`config.mk`:
```
export PLATFORM = sky130hd
export DESIGN_NAME = obj_line_draw_flat
export DESIGN_NICKNAME = d
export VERILOG_FILES = /design/src/logic/obj_pkg.sv /design/src/logic/obj_slice_if.sv /design/src/logic/obj_line_draw.sv /design/src/flat_wrapper.sv
export SDC_FILE = /design/constraint.sdc
export NUM_CORES = 2
export LEC_CHECK = 0
export ABC_CLOCK_PERIOD_IN_PS = 32600
export BUFFER_PORTS_ARGS = -buffer_cell sky130_fd_sc_hd__buf_2
export CORE_ASPECT_RATIO = 0.9
export CORE_MARGIN = 5
export CORE_UTILIZATION = 50
export CTS_BUF_LIST = sky130_fd_sc_hd__clkbuf_4
export DETAILED_ROUTE_END_ITERATION = 8
export GPL_ROUTABILITY_DRIVEN = 1
export PLACE_DENSITY_LB_ADDON = 0.05
export SYNTH_ARGS = -nofsm -noshare
export SYNTH_HDL_FRONTEND = slang
export SYNTH_MEMORY_MAX_BITS = 65536
export SYNTH_SLANG_ARGS = --single-unit
```
`constraint.sdc`:
```
create_clock -name clk96_i -period 32.6 [get_ports clk96_i]
set_input_delay 8.15 -clock clk96_i [delete_from_list [all_inputs] [get_ports clk96_i]]
set_output_delay 8.15 -clock clk96_i [all_outputs]
set_load 0.02 [all_outputs]
```
`src/logic/obj_pkg.sv`:
```
// sizes, record field positions and screen limits for the sprite engine
// a table entry is four 16-bit words, word 0 holds the top bits of the record
package obj_pkg;
    localparam int NUM_SPRITES = 256;
    localparam int NUM_PRI     = 16;
    localparam int SRAM_AW     = 13;
    localparam int SRAM_DW     = 16;
    localparam int ATTR_W      = 64;

    // field positions inside the 64-bit record
    localparam int ATTR_ACTIVE    = 63;
    localparam int ATTR_XFLIP     = 60;
    localparam int ATTR_PRI_LSB   = 56;
    localparam int ATTR_PAL_LSB   = 50;
    localparam int ATTR_TILE_LSB  = 32;
    localparam int ATTR_XPOS_LSB  = 23;
    localparam int ATTR_XSIZE_LSB = 16;
    localparam int ATTR_YPOS_LSB  = 7;
    localparam int ATTR_YSIZE_LSB = 0;

    localparam int PRI_W  = 4;
    localparam int PAL_W  = 6;
    localparam int SIZE_W = 4;      // tile count minus one
    localparam int ROW_W  = 7;      // up to 16 tiles of 8 lines
    localparam int CODE_W = 4;

    localparam int POS_W      = 10;  // signed position after wrap
    localparam int WRAP_LIMIT = 384; // raw positions above this go negative
    localparam int SCREEN_W   = 320;
    localparam int SLICE_PIX  = 8;

    localparam int TILE_W      = 15;
    localparam int GFX_OFFS_W  = 16;
    localparam int GFX_DW      = 32;
    localparam int OBJ_PIXEL_W = 14; // {priority, palette, code}, zero is transparent
endpackage

```
`src/logic/obj_slice_if.sv`:
```
`timescale 1ns/10ps
// one slice in flight, fetch does not send again before slice_done
interface obj_slice_if;
    import obj_pkg::*;

    logic                     active;      // line in progress
    logic                     slice_valid;
    logic [GFX_DW-1:0]        data;
    logic signed [POS_W-1:0]  x_base;
    logic                     xflip;
    logic [PRI_W+PAL_W-1:0]   color;       // priority over palette
    logic                     slice_done;  // eighth pixel written

    modport fetch_mp (
        output active, slice_valid, data, x_base, xflip, color,
        input  slice_done
    );

    modport draw_mp (
        input  active, slice_valid, data, x_base, xflip, color,
        output slice_done
    );
endinterface

```
`src/logic/obj_line_draw.sv`:
```
`timescale 1ns/10ps
// readout is valid between line_done and the next line start, and reads zero while clearing
module obj_line_draw (
    input  logic                            clk96_i,
    input  logic                            reset96_i,
    input  logic                            line_start_i,
    input  logic [obj_pkg::POS_W-2:0]       pix_addr_i,
    output logic [obj_pkg::OBJ_PIXEL_W-1:0] obj_pixel_o,
    obj_slice_if.draw_mp                    slc
);
    import obj_pkg::*;

    localparam int K_W = $clog2(SLICE_PIX);

    logic [OBJ_PIXEL_W-1:0]  lbuf [SCREEN_W];
    logic                    clr_busy;
    logic [POS_W-2:0]        clr_addr;
    logic                    drawing;
    logic [K_W-1:0]          k;
    logic [GFX_DW-1:0]       s_data;
    logic signed [POS_W-1:0] s_xbase;
    logic                    s_xflip;
    logic [PRI_W+PAL_W-1:0]  s_color;
    logic [CODE_W-1:0]       code;
    logic [POS_W-1:0]        pos;
    logic                    we;

    assign code = s_data[{k, 2'b00} +: CODE_W];
    assign pos  = s_xbase + POS_W'(s_xflip ? 3'd7 - k : k);
    // the clear owns the write port, drawing waits for it
    assign we   = clr_busy || (drawing && code != '0 && !pos[POS_W-1]
                               && pos[POS_W-2:0] < SCREEN_W);
    assign slc.slice_done = drawing && !clr_busy && k == K_W'(SLICE_PIX - 1);

    always_ff @(posedge clk96_i) begin
        if (we) lbuf[clr_busy ? clr_addr : pos[POS_W-2:0]] <= clr_busy ? '0 : {s_color, code};
        if (slc.slice_valid) begin
            s_data  <= slc.data;
            s_xbase <= slc.x_base;
            s_xflip <= slc.xflip;
            s_color <= slc.color;
        end
    end

    always_ff @(posedge clk96_i or posedge reset96_i) begin
        if (reset96_i) begin
            clr_busy    <= 1'b1;  // wipe the buffer once after reset
            clr_addr    <= '0;
            drawing     <= 1'b0;
            k           <= '0;
            obj_pixel_o <= '0;
        end else begin
            if (clr_busy) begin
                clr_addr <= clr_addr + 1'b1;
                if (clr_addr == (POS_W-1)'(SCREEN_W - 1)) clr_busy <= 1'b0;
            end
            if (line_start_i && !slc.active) begin
                clr_busy <= 1'b1;
                clr_addr <= '0;
            end
            if (slc.slice_valid) begin
                drawing <= 1'b1;
                k       <= '0;
            end else if (drawing && !clr_busy) begin
                k <= k + 1'b1;
                if (k == K_W'(SLICE_PIX - 1)) drawing <= 1'b0;
            end
            obj_pixel_o <= (clr_busy || pix_addr_i >= SCREEN_W) ? '0 : lbuf[pix_addr_i];
        end
    end
endmodule

```
`src/flat_wrapper.sv`:
```
// flat-port wrapper written by rule: the top's interface ports become plain ports
module obj_line_draw_flat import obj_pkg::*;
  (clk96_i, reset96_i, line_start_i, pix_addr_i, obj_pixel_o, slc_active, slc_slice_valid, slc_data, slc_x_base, slc_xflip, slc_color, slc_slice_done);
  obj_slice_if slc_i ();
  input  logic clk96_i;
  input  logic reset96_i;
  input  logic line_start_i;
  input  logic [obj_pkg::POS_W-2:0] pix_addr_i;
  output logic [obj_pkg::OBJ_PIXEL_W-1:0] obj_pixel_o;
  input wire logic [$bits(slc_i.active)-1:0] slc_active;
  input wire logic [$bits(slc_i.slice_valid)-1:0] slc_slice_valid;
  input wire logic [$bits(slc_i.data)-1:0] slc_data;
  input wire logic [$bits(slc_i.x_base)-1:0] slc_x_base;
  input wire logic [$bits(slc_i.xflip)-1:0] slc_xflip;
  input wire logic [$bits(slc_i.color)-1:0] slc_color;
  output wire logic [$bits(slc_i.slice_done)-1:0] slc_slice_done;
  assign slc_i.active = slc_active;
  assign slc_i.slice_valid = slc_slice_valid;
  assign slc_i.data = slc_data;
  assign slc_i.x_base = slc_x_base;
  assign slc_i.xflip = slc_xflip;
  assign slc_i.color = slc_color;
  assign slc_slice_done = slc_i.slice_done;
  obj_line_draw u_core (.clk96_i(clk96_i), .reset96_i(reset96_i), .line_start_i(line_start_i), .pix_addr_i(pix_addr_i), .obj_pixel_o(obj_pixel_o), .slc(slc_i));
endmodule
```
======== Word-level counts from Yosys, hierarchy flattened ========
Memories as Yosys holds them, arrays and structs flattened.
Index checks and enable logic that the tools add are counted.
operators by class
  reduce and logical (&&, ||, !) cells .... 16
  eq/ne operators ......................... 2
  order comparisons ....................... 2
  shifts and indexed selects .............. 1
  mux-type cells .......................... 16
  add/sub/neg operators ................... 4
operator list
  operator               count
  $shiftx A32 B6 Y4      1
  $mux W14               2
  $mux W9                3
  $add A10 B10 Y10       1
  $mux W10               1
  $add A9 B1 Y9 const B  1
  $eq A9 B9 Y1 const B   1
  $ge A9 B9 Y1 const B   1
  $lt A9 B9 Y1 const B   1
  $mux W1                8
  $logic_and A1 B1 Y1    6
  $mux W3                2
  $reduce_bool A2 Y1     3
  $reduce_bool A4 Y1     1
  $sub A3 B3 Y4 const A  1
  $add A3 B1 Y3 const B  1
  $eq A3 B3 Y1 const B   1
  $logic_not A1 Y1       3
  $logic_or A1 B1 Y1     2
  $reduce_and A2 Y1      1
storage, ports and cells
  input port bits ......................... 67
  word-level logic and storage cells ...... 51
  register bits after elaboration ......... 81
  bits in writable memories ............... 4480
  output and inout bits ................... 15
  memories ................................ 1
memories
  name         depth  bits a word  rd ports  clocked after memory_dff  write ports  line                 RTL
  u_core.lbuf  320    14           1         0                         1            obj_line_draw.sv:15  logic [OBJ_PIXEL_W-1:0] lbuf [SCREEN_W];

======== Depth between registers and ports, before layout ========
  depth in word-level cells ............... 9
  depth in mapped cells ................... 13
  gate-level depth less buffers ........... 10

======== Worst setup path after synthesis ========
OpenSTA, ideal clock, no wires.
  path type ............................... flip-flop to flip-flop
  from .................................... register u_core.clr_busy
  to ...................................... memory u_core.lbuf[0][10] (data pin)
  arrival time ............................ 8831 ps
  required time ........................... 30822 ps
  setup time .............................. 1778 ps
  slack ................................... 21991 ps
  path buffers ............................ 3
  cell stages (with the launch flop) ...... 5
  period minus slack after synthesis ...... 10609 ps
  path through ............................ dfstp_2 clkbuf_1 buf_1 buf_1 nor2b_1
on the way
  cells in the longest elaborated chain, start to end .. 1
ends and longest elaborated chain
  item                    line                 RTL
  start, declared         obj_line_draw.sv:16  logic clr_busy;
  start signal, assigned  obj_line_draw.sv:47  clr_busy <= 1'b1;
  start signal, assigned  obj_line_draw.sv:55  if (clr_addr == (POS_W-1)'(SCREEN_W - 1)) clr_busy <= 1'b0;
  start signal, assigned  obj_line_draw.sv:58  clr_busy <= 1'b1;
  $mux W14                obj_line_draw.sv:36  if (we) lbuf[clr_busy ? clr_addr : pos[POS_W-2:0]] <= clr_busy ? '0 : {s_color, code};
  end, declared           obj_line_draw.sv:15
Every way passes these cells.

======== Final worst setup path ========
  from .................................... input pix_addr_i[0] in the netlist's numbering
  to ...................................... register u_core.obj_pixel_o[7] in the netlist's numbering
on the way
  cells in the longest elaborated chain, start to end .. 3
  elaborated cells between the ends (all ways) .. 4
  those cells by class .................... order compare (1); mux (1); reduce/logical (1); memory (1)
ends and longest elaborated chain
  item                                                                      line                 RTL
  start, declared                                                           flat_wrapper.sv:8    input logic [obj_pkg::POS_W-2:0] pix_addr_i;
  parallel branches: the longest is 2 deep, another holds $mem_v2 Z320 W14  n/a
  $mux W14 *                                                                obj_line_draw.sv:68  obj_pixel_o <= (clr_busy || pix_addr_i >= SCREEN_W) ? '0 : lbuf[pix_addr_i];
  end signal, assigned                                                      obj_line_draw.sv:68
  end, declared                                                             obj_line_draw.sv:8   output logic [obj_pkg::OBJ_PIXEL_W-1:0] obj_pixel_o,
Every way passes the cells marked *.
A chain may end at the register's enable or synchronous reset.

==> flow_metrics.env <==
export IMPL_status="finished clean"
export IMPL_io_pins=82
export IMPL_grt_pass1_vias=92600
export IMPL_final_common_cell="edfxtp_1"
export IMPL_maxCapViolCount=0
export IMPL_cts_path_max_buffers=5
export IMPL_crit_arrival_ns=14.30
export IMPL_ys_flop_type="edfxtp_1"
export IMPL_final_area_um2=197000
export IMPL_h_tree_depth=7
export IMPL_vias_per_cell=6.19
export IMPL_cts_made_buffers=1228
export IMPL_antenna_found_initial=30
export IMPL_die_area_um2=362000
export IMPL_p_comb_share_pct=5.5
export IMPL_swShare_pct=22.9
export IMPL_wirelength_um=491000
export IMPL_grt_pass1_wl_um=690000
export IMPL_ctsHoldBuffers=0
export IMPL_cts_sinks=4561
export IMPL_fin_cells=14700
export IMPL_seq_area_frac_synth_pct=78.2
export IMPL_p_switching_mw=2.69
export IMPL_cp_start_kind="primary input"
export IMPL_async_flop_share_pct=0.614
export IMPL_overflow=0
export IMPL_drc=0
export IMPL_worst_ep_required_time_ns=34.10
export IMPL_holdWs_ns=0.524
export IMPL_ant_nets=0
export IMPL_path_clk_slew_ns=0.06
export IMPL_die_y_um=571
export IMPL_routedWlPerCell_um=33.4
export IMPL_tns_ns=0
export IMPL_ctsResizeCount=0
export IMPL_core_area_um2=349000
export IMPL_path_class="in -> reg"
export IMPL_final_layout_size_suffix_gt1_share_pct=34.8
export IMPL_via_count=91100
export IMPL_netlist_area_um2=175000
export IMPL_fmax_ghz=0.0781
export IMPL_placed_area_um2=183000
export IMPL_setup_violations=0
export IMPL_hold_class="reg -> reg"
export IMPL_most_common_layout_cells="edfxtp_1, clkbuf_4, mux4_2"
export IMPL_synth_edf_count=4533
export IMPL_clkLatencyLatePin_ns=1.66
export IMPL_intPower_mw=9.08
export IMPL_port_buffers=81
export IMPL_timing_final_max_slew_violations=0
export IMPL_drt_pre_antenna_iters=7
export IMPL_slew_headroom_pct=11.9
export IMPL_yosysUniqueCellTypes=76
export IMPL_area_growth_pct=12.4
export IMPL_fp_row_count=206
export IMPL_yosys_warnings=0
export IMPL_finalClockSkew_ns=0.101
export IMPL_grt_max_degree=186
export IMPL_fin_nets=9388
export IMPL_syn_area_per_cell_um2=21.6
export IMPL_drt_iter0_markers=10100
export IMPL_cts_setup_buffers=0
export IMPL_cts_root_buf="clkbuf_4"
export IMPL_routabilityCongestion=0.818
export IMPL_p_leak_nw=64.1
export IMPL_placed_cells=12800
export IMPL_p_clk_share_pct=40.0
export IMPL_die_w_um=634
export IMPL_ys_seq_elements=4561
export IMPL_powerDensity_nw_per_um2=59.8
export IMPL_worstMarginPinSlew_ns=1.32
export IMPL_worst_ir_drop_vdd_mv=0.0440
export IMPL_worst_path_max_fanout=90
export IMPL_rsz0062_at_grt="no"
export IMPL_dp_hpwl_um=286000
export IMPL_syn_inst=8116
export IMPL_syn_nets=8190
export IMPL_grt_usage_pct=27.4
export IMPL_cts_tree="yes"
export IMPL_endpoint_kind="flip-flop"
export IMPL_p_seq_share_pct=54.5
export IMPL_min_period_over_period_pct=39.3
export IMPL_start_util_pct=50.1
export IMPL_hold_violations=0
export IMPL_min_period_ns=12.80
-- routing by layer --
layer	track usage, %	share of wire [%]	vias to the layer above
li1	-	-	37400
met1	39.0	42	48800
met2	42.0	48	4182
met3	6.02	7.8	808
met4	10.1	2.9	8
met5	0	0.012	-
-- path summary, 6_finish.rpt --
check	start	to	slack [ns]	cells after the start
worst max-delay path	pix_addr_i[0]	u_core.obj_pixel_o[7]	19.80	12
worst min-delay path	u_core.drawing	u_core.drawing	0.52	1
worst max register to register	u_core.k[0]	u_core.lbuf[96][6]	26.07	11
worst min register to register	u_core.drawing	u_core.drawing	0.52	1
max in group asynchronous	reset96_i	u_core.obj_pixel_o[13]	25.43	3
min in group asynchronous	reset96_i	u_core.drawing	6.63	3
-- metrics by stage --
step	worst slack (ns)	util (%)	power, mW
floorplan	21.99	-	6.90
global placement	17.73	52.3	7.18
detailed placement	17.69	52.3	7.19
CTS	19.57	56.3	11.9
global route	19.32	56.3	12.2
finish	19.80	56.3	11.8
-- flip-flops by register name, summed over array words and instances (netlist names) --
signal	cells
u_core.s_xbase	10
u_core.s_data	32
u_core.clr_busy	1
u_core.obj_pixel_o	14
u_core.k	3
u_core.s_xflip	1
u_core.s_color	10
u_core.lbuf	4480
u_core.drawing	1
u_core.clr_addr	9
-- kinds of logic after synthesis --
family	Yosys count	synth area share, %
xor+xnor	15	0.0751
simple gates	904	2.32
compound gates	812	3.29
flops	4561	78.2
buf+inv	484	1.38
fa+ha+maj	7	0.0543
mux	1333	14.7
-- worst max-delay path, cell delays in order --
cell and delay [ns]:
buf_12 0.34, buf_12 0.55, buf_4 0.79, buf_4 0.71, buf_4 0.80, buf_12 0.59, mux4_2 0.59, a22o_1 0.25
a21oi_1 0.16, a311oi_1 0.13, nor3_1 0.61, o32ai_1 0.19
-- cell usage after synthesis (9+ instances only) --
cell          n  share of area [%]
a2111oi_0    14              0.070
a211oi_1     43               0.18
a21oi_1      91               0.26
a221oi_1     28               0.14
a22o_1       34               0.17
a22oi_1     199               0.85
a31oi_1      12              0.043
buf_1        30              0.064
buf_2       183               0.52
buf_4        71               0.30
buf_6        14              0.090
clkbuf_1    174               0.37
dfrtp_1      27               0.39
edfxtp_1   4533                 78
inv_1        10              0.021
mux2_2       38               0.24
mux2i_1     307                1.8
mux4_2      988                 13
nand2_1     219               0.47
nand2b_1     27              0.096
nand3_1      54               0.15
nand3b_1     12              0.051
nand4_1      38               0.14
nor2_1      418               0.90
nor2b_1      25              0.089
nor3_1       14              0.040
nor4_1       48               0.17
o2111ai_1     9              0.045
o211ai_1     27               0.12
o21ai_0      54               0.15
o221ai_1     34               0.17
o22ai_1     184               0.66
o31ai_1      10              0.043
-- area by class of cell --
type,instances,area (um^2)
Fill cell,26800,153000
Clock inverter,208,1100
Clock buffer,1715,12900
Timing Repair Buffer,440,3310
Inverter,12,46.3
Sequential cell,4561,137000
Antenna cell,33,82.6
Tap cell,4680,5860
Multi-Input combinational cell,3071,36600
-- power groups by stage --
stage                     clock network [mW]  logic (mW)  registers (mW)
after global placement                     0       0.650            6.53
final                                   4.70       0.653            6.41
after global routing                    5.15       0.677            6.41
after floorplan                            0       0.368            6.53
after detailed placement                   0       0.653            6.54
after CTS                               4.82       0.655            6.41
No activity file was read; power rests on OpenSTA's default activity.
