==> config.mk <==
export PLATFORM = sky130hd
export DESIGN_NAME = obj_tile_fetch_flat
export DESIGN_NICKNAME = d
export VERILOG_FILES = /design/src/logic/obj_pkg.sv /design/src/logic/obj_entry_if.sv /design/src/logic/obj_slice_if.sv /design/src/logic/obj_tile_fetch.sv /design/src/flat_wrapper.sv
export SDC_FILE = /design/constraint.sdc
export NUM_CORES = 1
export LEC_CHECK = 0
export BUFFER_PORTS_ARGS = -buffer_cell sky130_fd_sc_hd__buf_2
export CORE_MARGIN = 2
export CORE_UTILIZATION = 39
export DETAILED_ROUTE_END_ITERATION = 6
export HOLD_SLACK_MARGIN = 0.12
export PLACE_DENSITY_LB_ADDON = 0.1
export SETUP_SLACK_MARGIN = 0.5
export SLEW_MARGIN = 20
export SYNTH_ARGS = -nofsm -noshare
export SYNTH_HDL_FRONTEND = slang
export SYNTH_SLANG_ARGS = --single-unit
==> constraint.sdc <==
create_clock -name clk96_i -period 3.9 [get_ports clk96_i]
set_input_delay 0.39 -clock clk96_i [delete_from_list [all_inputs] [get_ports clk96_i]]
set_output_delay 0.39 -clock clk96_i [all_outputs]
set_load 0.01 [all_outputs]
==> src/logic/obj_pkg.sv <==
// sizes, record field positions and screen limits for the sprite engine
// a table entry is four 16-bit words, word 0 holds the top bits of the record
package obj_pkg;
    localparam int NUM_SPRITES = 256;
    localparam int NUM_PRI     = 16;
    localparam int SRAM_AW     = 13;
    localparam int SRAM_DW     = 16;
    localparam int ATTR_W      = 64;

    // field positions inside the 64-bit record
    localparam int ATTR_ACTIVE    = 63;
    localparam int ATTR_XFLIP     = 60;
    localparam int ATTR_PRI_LSB   = 56;
    localparam int ATTR_PAL_LSB   = 50;
    localparam int ATTR_TILE_LSB  = 32;
    localparam int ATTR_XPOS_LSB  = 23;
    localparam int ATTR_XSIZE_LSB = 16;
    localparam int ATTR_YPOS_LSB  = 7;
    localparam int ATTR_YSIZE_LSB = 0;

    localparam int PRI_W  = 4;
    localparam int PAL_W  = 6;
    localparam int SIZE_W = 4;      // tile count minus one
    localparam int ROW_W  = 7;      // up to 16 tiles of 8 lines
    localparam int CODE_W = 4;

    localparam int POS_W      = 10;  // signed position after wrap
    localparam int WRAP_LIMIT = 384; // raw positions above this go negative
    localparam int SCREEN_W   = 320;
    localparam int SLICE_PIX  = 8;

    localparam int TILE_W      = 15;
    localparam int GFX_OFFS_W  = 16;
    localparam int GFX_DW      = 32;
    localparam int OBJ_PIXEL_W = 14; // {priority, palette, code}, zero is transparent
endpackage

==> src/logic/obj_entry_if.sv <==
`timescale 1ns/10ps
// one record in flight, fetch raises next again only after entry_valid or line_end
interface obj_entry_if;
    import obj_pkg::*;

    logic                    next;        // fetch asks for the following record
    logic                    entry_valid;
    logic                    line_end;    // every queue drained
    logic [ATTR_W-1:0]       attr;
    logic signed [POS_W-1:0] x;           // scroll applied and wrapped
    logic [ROW_W-1:0]        row;         // line inside the sprite

    modport scan_mp (
        input  next,
        output entry_valid, line_end, attr, x, row
    );

    modport fetch_mp (
        output next,
        input  entry_valid, line_end, attr, x, row
    );
endinterface

==> src/logic/obj_slice_if.sv <==
`timescale 1ns/10ps
// one slice in flight, fetch does not send again before slice_done
interface obj_slice_if;
    import obj_pkg::*;

    logic                     active;      // line in progress
    logic                     slice_valid;
    logic [GFX_DW-1:0]        data;
    logic signed [POS_W-1:0]  x_base;
    logic                     xflip;
    logic [PRI_W+PAL_W-1:0]   color;       // priority over palette
    logic                     slice_done;  // eighth pixel written

    modport fetch_mp (
        output active, slice_valid, data, x_base, xflip, color,
        input  slice_done
    );

    modport draw_mp (
        input  active, slice_valid, data, x_base, xflip, color,
        output slice_done
    );
endinterface

==> src/logic/obj_tile_fetch.sv <==
`timescale 1ns/10ps
// request, tile and offset hold until gfx_ok_i; the slice data passes on in that cycle
module obj_tile_fetch (
    input  logic                           clk96_i,
    input  logic                           reset96_i,
    input  logic                           line_start_i,
    input  logic                           gfx_ok_i,
    input  logic [obj_pkg::GFX_DW-1:0]     gfx_data_i,
    output logic                           gfx_cs_o,
    output logic [obj_pkg::TILE_W-1:0]     gfx_tile_o,
    output logic [obj_pkg::GFX_OFFS_W-1:0] gfx_offs_o,
    output logic                           line_done_o,
    obj_entry_if.fetch_mp                  ent,
    obj_slice_if.fetch_mp                  slc
);
    import obj_pkg::*;

    typedef enum logic [2:0] {F_IDLE, F_NEXT, F_WAIT, F_REQ, F_DRAW} state_t;

    state_t                  state;
    logic [SIZE_W-1:0]       col_q;
    logic [SIZE_W-1:0]       tcol;
    logic [SIZE_W-1:0]       xsize_q;
    logic [PRI_W-1:0]        pri_q;
    logic [PAL_W-1:0]        pal_q;
    logic                    xflip_q;
    logic signed [POS_W-1:0] x_q;
    logic [ROW_W-1:0]        row_q;
    logic [GFX_OFFS_W-1:0]   slot;

    // slice index = tile row * tiles across + column, 8 slices per tile
    always_comb begin
        slot = GFX_OFFS_W'(row_q[ROW_W-1:3]) * (GFX_OFFS_W'(xsize_q) + 1'b1)
               + GFX_OFFS_W'(col_q);
        gfx_offs_o = {slot[GFX_OFFS_W-4:0], row_q[2:0]};
    end

    assign tcol = xflip_q ? xsize_q - col_q : col_q;  // flipped sprites start at the far tile

    assign gfx_cs_o        = (state == F_REQ);
    assign ent.next        = (state == F_NEXT);
    assign slc.active      = (state != F_IDLE);
    assign slc.slice_valid = (state == F_REQ) && gfx_ok_i;
    assign slc.data        = gfx_data_i;
    assign slc.x_base      = x_q + POS_W'({tcol, 3'b000});
    assign slc.xflip       = xflip_q;
    assign slc.color       = {pri_q, pal_q};

    always_ff @(posedge clk96_i) begin
        if (state == F_WAIT && ent.entry_valid) begin
            gfx_tile_o <= ent.attr[ATTR_TILE_LSB +: TILE_W];
            pri_q      <= ent.attr[ATTR_PRI_LSB +: PRI_W];
            pal_q      <= ent.attr[ATTR_PAL_LSB +: PAL_W];
            xflip_q    <= ent.attr[ATTR_XFLIP];
            xsize_q    <= ent.attr[ATTR_XSIZE_LSB +: SIZE_W];
            x_q        <= ent.x;
            row_q      <= ent.row;
        end
    end

    always_ff @(posedge clk96_i or posedge reset96_i) begin
        if (reset96_i) begin
            state       <= F_IDLE;
            col_q       <= '0;
            line_done_o <= 1'b0;
        end else begin
            line_done_o <= 1'b0;
            case (state)
                F_IDLE: if (line_start_i) state <= F_NEXT;
                F_NEXT: state <= F_WAIT;
                F_WAIT: begin
                    if (ent.entry_valid) begin
                        col_q <= '0;
                        state <= F_REQ;
                    end else if (ent.line_end) begin
                        line_done_o <= 1'b1;
                        state       <= F_IDLE;
                    end
                end
                F_REQ: if (gfx_ok_i) state <= F_DRAW;  // stall here on slow memory
                F_DRAW: if (slc.slice_done) begin
                    if (col_q == xsize_q) begin
                        state <= F_NEXT;
                    end else begin
                        col_q <= col_q + 1'b1;
                        state <= F_REQ;
                    end
                end
                default: state <= F_IDLE;
            endcase
        end
    end
endmodule

==> src/flat_wrapper.sv <==
// flat-port wrapper written by rule: the top's interface ports become plain ports
module obj_tile_fetch_flat import obj_pkg::*;
  (clk96_i, reset96_i, line_start_i, gfx_ok_i, gfx_data_i, gfx_cs_o, gfx_tile_o, gfx_offs_o, line_done_o, ent_next, ent_entry_valid, ent_line_end, ent_attr, ent_x, ent_row, slc_active, slc_slice_valid, slc_data, slc_x_base, slc_xflip, slc_color, slc_slice_done);
  obj_entry_if ent_i ();
  obj_slice_if slc_i ();
  input  logic clk96_i;
  input  logic reset96_i;
  input  logic line_start_i;
  input  logic gfx_ok_i;
  input  logic [obj_pkg::GFX_DW-1:0] gfx_data_i;
  output logic gfx_cs_o;
  output logic [obj_pkg::TILE_W-1:0] gfx_tile_o;
  output logic [obj_pkg::GFX_OFFS_W-1:0] gfx_offs_o;
  output logic line_done_o;
  output wire logic [$bits(ent_i.next)-1:0] ent_next;
  input wire logic [$bits(ent_i.entry_valid)-1:0] ent_entry_valid;
  input wire logic [$bits(ent_i.line_end)-1:0] ent_line_end;
  input wire logic [$bits(ent_i.attr)-1:0] ent_attr;
  input wire logic [$bits(ent_i.x)-1:0] ent_x;
  input wire logic [$bits(ent_i.row)-1:0] ent_row;
  output wire logic [$bits(slc_i.active)-1:0] slc_active;
  output wire logic [$bits(slc_i.slice_valid)-1:0] slc_slice_valid;
  output wire logic [$bits(slc_i.data)-1:0] slc_data;
  output wire logic [$bits(slc_i.x_base)-1:0] slc_x_base;
  output wire logic [$bits(slc_i.xflip)-1:0] slc_xflip;
  output wire logic [$bits(slc_i.color)-1:0] slc_color;
  input wire logic [$bits(slc_i.slice_done)-1:0] slc_slice_done;
  assign ent_next = ent_i.next;
  assign ent_i.entry_valid = ent_entry_valid;
  assign ent_i.line_end = ent_line_end;
  assign ent_i.attr = ent_attr;
  assign ent_i.x = ent_x;
  assign ent_i.row = ent_row;
  assign slc_active = slc_i.active;
  assign slc_slice_valid = slc_i.slice_valid;
  assign slc_data = slc_i.data;
  assign slc_x_base = slc_i.x_base;
  assign slc_xflip = slc_i.xflip;
  assign slc_color = slc_i.color;
  assign slc_i.slice_done = slc_slice_done;
  obj_tile_fetch u_core (.clk96_i(clk96_i), .reset96_i(reset96_i), .line_start_i(line_start_i), .gfx_ok_i(gfx_ok_i), .gfx_data_i(gfx_data_i), .gfx_cs_o(gfx_cs_o), .gfx_tile_o(gfx_tile_o), .gfx_offs_o(gfx_offs_o), .line_done_o(line_done_o), .ent(ent_i), .slc(slc_i));
endmodule
## After elaboration in Yosys (flattened, before gate mapping)

Cells that the tools add are included.

- Memory bits (read-only): 0
- Bits in latches: 0
- Logic and storage cells: 49
- Register bits after elaboration: 55
- RAM bits: 0
- Memories kept: 0

- Add/subtract/negate cells: 5
- Muxes and demuxes: 15
- $mul: 1
- Equal/unequal tests: 11
- Shifts and indexed selects: 0
- Reductions and logical operators: 7
- Div/mod/pow operators: 0
- $lt $le $gt $ge: 0
- Bitwise gates (word level): 0

Operators with widths:

| operator | number |
|---|---|
| 4-bit by 16-bit multiplier with 13-bit output | 1 |
| 4-bit two-way mux | 4 |
| 3-bit two-way mux | 5 |
| 3-bit case mux with 5 select lines | 1 |
| 13-bit by 4-bit adder with 13-bit output | 1 |
| 10-bit by 7-bit adder with 10-bit output | 1 |
| 2-bit inequality test, second input constant | 5 |
| 4-bit case mux with 2 select lines | 1 |
| 4-bit AND reduction | 2 |
| 3-bit by 2-bit equality test with 1-bit output, second input constant | 2 |
| 4-bit by 1-bit adder with 5-bit output, second input constant | 1 |
| 4-bit by 1-bit adder with 4-bit output, second input constant | 1 |
| 4-bit equality test | 1 |
| 4-bit subtractor | 1 |
| 3-bit by 1-bit equality test with 1-bit output, second input constant | 1 |
| 3-bit equality test, second input constant | 1 |
| 3-bit zero test | 1 |
| 1-bit two-way mux | 3 |
| 3-bit inequality test, second input constant | 1 |
| 3-bit nonzero test | 1 |
| 1-bit logical AND | 2 |
| 2-bit two-way mux | 1 |
| 2-bit nonzero test | 1 |

## Logic depth before layout (Yosys ltp)

- Depth after elaboration: 4
- Mapped depth: 13
- Mapped depth without buffers: 13

## Worst setup path after synthesis

Ideal clock, no wire load.

- Path type: flip-flop to output port
- Start point: reg u_core.xsize_q[0]
- End point: out gfx_offs_o[11] (netlist name)
- Setup slack: -0.087 ns
- Cell stages (with the launch flop): 13
- Buffers on the path: 0
- Required time: 3.510 ns
- Arrival time: 3.597 ns
- Cells stage by stage: edfxtp_1 -> ha_1 -> xor2_1 -> nand2_1 -> fa_1 -> fa_1 -> fa_1 -> inv_1 -> ha_1 -> nor2b_1 -> a311oi_2 -> a21oi_1 -> xor2_1

- Longest elaborated chain between the ends: 3

RTL lines:

| what | line | RTL |
|---|---|---|
| from (decl) | obj_tile_fetch.sv:23 | `logic [SIZE_W-1:0] xsize_q;` |
| from (signal assigned) | obj_tile_fetch.sv:55 | `xsize_q <= ent.attr[ATTR_XSIZE_LSB +: SIZE_W];` |
| 4-bit by 1-bit adder with 5-bit output | obj_tile_fetch.sv:33 | `slot = GFX_OFFS_W'(row_q[ROW_W-1:3]) * (GFX_OFFS_W'(xsize_q) + 1'b1)` |
| 4-bit by 16-bit multiplier with 13-bit output | obj_tile_fetch.sv:33 |  |
| 13-bit by 4-bit adder with 13-bit output | obj_tile_fetch.sv:34 | `+ GFX_OFFS_W'(col_q);` |
| to (decl) | flat_wrapper.sv:13 | `output logic [obj_pkg::GFX_OFFS_W-1:0] gfx_offs_o;` |

Every way passes these cells.

## Worst setup path after layout

- Start point: reg u_core.xsize_q[0]
- End point: out gfx_offs_o[10] (netlist name)

Same word-level chain as after synthesis.

==> results.py <==
metrics = {
    "drt": {
        "wl_per_cell_um": 13.01,
        "drt-total-wl_um": 6076,
        "ant_nets": 0,
        "vias": 2149,
        "route.detailed.drc": 0,
        "first_pass_iters": 3,
        "via_per_inst": 4.602,
        "dr.first_iter.drc_count": 25,
    },
    "power_and_ir_drop": {
        "ir_drop_uv": 253.9,
        "p_leak_nw": 1.878,
        "power_density_nw_per_um2": 618.4,
        "p_total_mw": 2.510,
    },
    "final_layout": {
        "antenna_cells": 0,
        "syn_to_final_growth_pct": 21.91,
        "nets": 522,
        "drive_above_1_share": 0.4530,
    },
    "sta": {
        "slew_headroom": 0.3235,
        "fin_crit_sh": 1.060,
        "worst_slack_ps": -234.9,
        "maxSlewViolCount": 0,
        "hold_viol": 0,
        "rsz0062_at_grt": "yes",
        "tightest_slew_ps": 1013,
        "layout_min_cycle_time_ps": 4135,
        "fin_skew_ps": 9.057,
        "max_freq_mhz": 241.8,
        "setup_violations": 6,
    },
    "die": {
        "die_area_um2": 9292,
        "initial_core_util": 0.4032,
        "rows": 33,
        "io_pins": 209,
        "die_x_um": 96.40,
        "core-area_um2": 8258,
        "die_y_um": 96.40,
    },
    "clock_network": {
        "clockRootBuffer": "clkbuf_8",
        "clk_pin_slew_ps": 110,
        "cts.path.max_buffers": 2,
        "clk_latency_ps": 310,
        "cts_max_level": 2,
        "cts.sinks": 55,
        "cts_made_buffers": 5,
        "cts_tree": "yes",
    },
    "place": {
        "port_buffers": 107,
        "gp_congestion": 0.7885,
        "dp_hpwl_um": 4736,
        "dpl_worst_slack_ps": 16.55,
    },
    "setup_path": {
        "rrSetupSlack_ps": 1790,
        "worstReg2RegEnd": "u_core.col_q[0]",
        "worstReg2RegStart": "u_core.state[2]",
        "critPathCaptureType": "output port",
        "critPathLaunchType": "flip-flop",
        "crit_required_ps": 3510,
        "crit_type": "reg2out",
        "cp.arrival_ps": 3740,
        "startpoint": "u_core.xsize_q[0]",
        "worstPathMaxFanout": 3,
        "ff2ff_path_depth": 5,
        "timing.critical_path.to": "gfx_offs_o[10]",
    },
    "synth": {
        "synthesis.area_um2": 3329,
        "synthDistinctLibCells": 41,
        "ys_seq_area_frac": 0.4840,
        "syn-instance-count": 272,
        "ys_ff_latch": 55,
        "syn_area_per_cell_um2": 12.24,
        "synth_warnings": 0,
    },
    "status": {
        "violations": "setup timing",
        "status": "complete, but fails checks",
    },
    "global_routing": {
        "grt_pass1_wl_um": 9384,
        "grt_pass1_vias": 2175,
        "antenna_found_initial": 0,
        "track_usage": 0.1319,
        "grt-ovfl-total": 0,
        "grt_max_degree": 50,
    },
    "job": {
        "maxCapViolations": 0,
    },
    "hold_path": {
        "hp-class": "in2reg",
    },
}
-- placed cells by master (no fill, tap or decap), drive strengths merged, types with 2 or more instances in the layout --
cell type	synthesis	final
nand3	5	5
mux2i	2	2
clkbuf	0	5
a21oi	17	17
nor2	12	12
and2	11	11
nand2b	2	2
conb	1	3
nor3	2	2
o21ai	6	6
xnor2	10	10
edfxtp	47	47
ha	30	30
fa	11	11
inv	17	19
nor2b	6	6
o21a	2	2
xor2	6	6
nand3b	2	2
nand2	13	13
dfrtp	8	8
buf	44	123
a21o	5	5
-- final cells by class --
cell class	instances	area, um^2
clock buffers	5	68.82
multi-input cells	158	1484
inverters	17	63.81
well taps	105	131.4
flip-flops and latches	55	1612
clock inverters	3	22.52
fillers	774	4199
repair buffers	124	676.9
-- critical path: stages (launching register included) --
cell	delay [ps]
edfxtp_1	430
ha_2	210
xor2_2	150
nand2_1	90
fa_1	520
fa_1	430
fa_1	530
inv_2	40
ha_4	210
a21o_1	170
a21oi_2	180
o21ai_2	80
nor2_1	110
xnor2_1	130
buf_2	150
-- kinds of logic (layout without fill, tap and decap cells) --
family | Yosys count | after routing | share of synthesized area
xor gates and xnor gates | 16 | 16 | 0.04209
other | 1 | 3 | 0.001126
DFF | 55 | 55 | 0.4840
AOI/OAI and AO/OA | 36 | 36 | 0.06840
muxes | 3 | 3 | 0.01052
adders and majority gates | 41 | 41 | 0.1789
and+or+nand+nor | 59 | 59 | 0.09884
buffers and inverters | 61 | 149 | 0.1161
-- metal layers --
layer  vias to the layer above  share of wire  GRT usage
met5                         -              0          0
met4                         0          0.020    0.05164
li1                       1073              -          -
met1                       976           0.39     0.1418
met3                        18           0.12    0.06982
met2                        82           0.47     0.2193
-- power breakdown --
part | switching, mW | internal (mW) | leakage (nW)
clock network | 0.196 | 0.130 | 0.0489
registers | 0.0953 | 0.766 | 0.536
logic | 0.662 | 0.660 | 1.29
-- stage by stage --
step	hold slack [ps]	instance area [um^2]	util	std cells	TNS, ps
floorplan	205.7	3396	-	274	0
global placement	343.3	3792	0.4592	449	0
detailed placement	340.7	3792	0.4592	449	0
CTS	231.0	3969	0.4806	462	-1310
global route	217.6	4059	0.4915	467	-2369
finish	239.4	4059	0.4915	467	-1173
-- Yosys cell counts --
cell,count,share of area
conb_1,1,0.0011
mux2_4,1,0.0045
and3_1,1,0.0019
a21o_1,5,0.011
a311oi_2,1,0.0045
a2bb2oi_1,1,0.0026
o31ai_1,1,0.0023
nand2b_1,2,0.0038
or3_1,1,0.0019
nor3_1,2,0.0030
and4bb_1,1,0.0038
buf_4,41,0.092
nand3_1,5,0.0075
buf_2,3,0.0045
a311o_1,1,0.0030
nand2_1,13,0.015
nor3b_1,1,0.0023
a31oi_1,1,0.0019
xor2_1,6,0.016
o21ai_0,2,0.0030
ha_1,30,0.11
o21a_1,2,0.0045
fa_1,11,0.066
nor4_1,1,0.0019
nand3b_1,2,0.0045
o21ai_1,3,0.0045
dfrtp_1,8,0.060
nor2_1,9,0.010
and4b_1,1,0.0030
inv_1,16,0.018
nor2_2,1,0.0019
nor2b_1,6,0.011
mux2i_1,2,0.0060
nor2_4,2,0.0068
edfxtp_1,47,0.42
inv_2,1,0.0011
and2_1,11,0.021
xnor2_1,10,0.026
a21oi_1,17,0.026
o2bb2ai_1,1,0.0026
o21ai_2,1,0.0026
-- state kept, by name, summed over array words and instances (netlist names) --
name and flops:
u_core.x_q 10, u_core.slc.xflip 1, u_core.col_q 4, u_core.pri_q 4, u_core.line_done_o 1, u_core.gfx_tile_o 15
u_core.xsize_q 4, u_core.row_q 7, u_core.state 3, u_core.pal_q 6
-- what timing repair did --
action / in CTS / in global routing
pin swaps: 14 / 18
gates resized for setup: 12 / 11
endpoints found under the hold margin: 8 / 0
hold buffers: 1 / 0
endpoints found under the setup margin: 11 / 11
setup buffers: 4 / 5
-- worst min path at each step --
stage,start,endpoint,cells past startpoint
finish,ent_attr[52],u_core.pal_q[2],1
global route,ent_attr[44],u_core.gfx_tile_o[12],1
floorplan,reset96_i,u_core.col_q[0],1
global placement,reset96_i,u_core.line_done_o,2
CTS,ent_attr[58],u_core.pri_q[2],1
detailed placement,reset96_i,u_core.line_done_o,2
No activity file was read; power rests on OpenSTA's default activity.
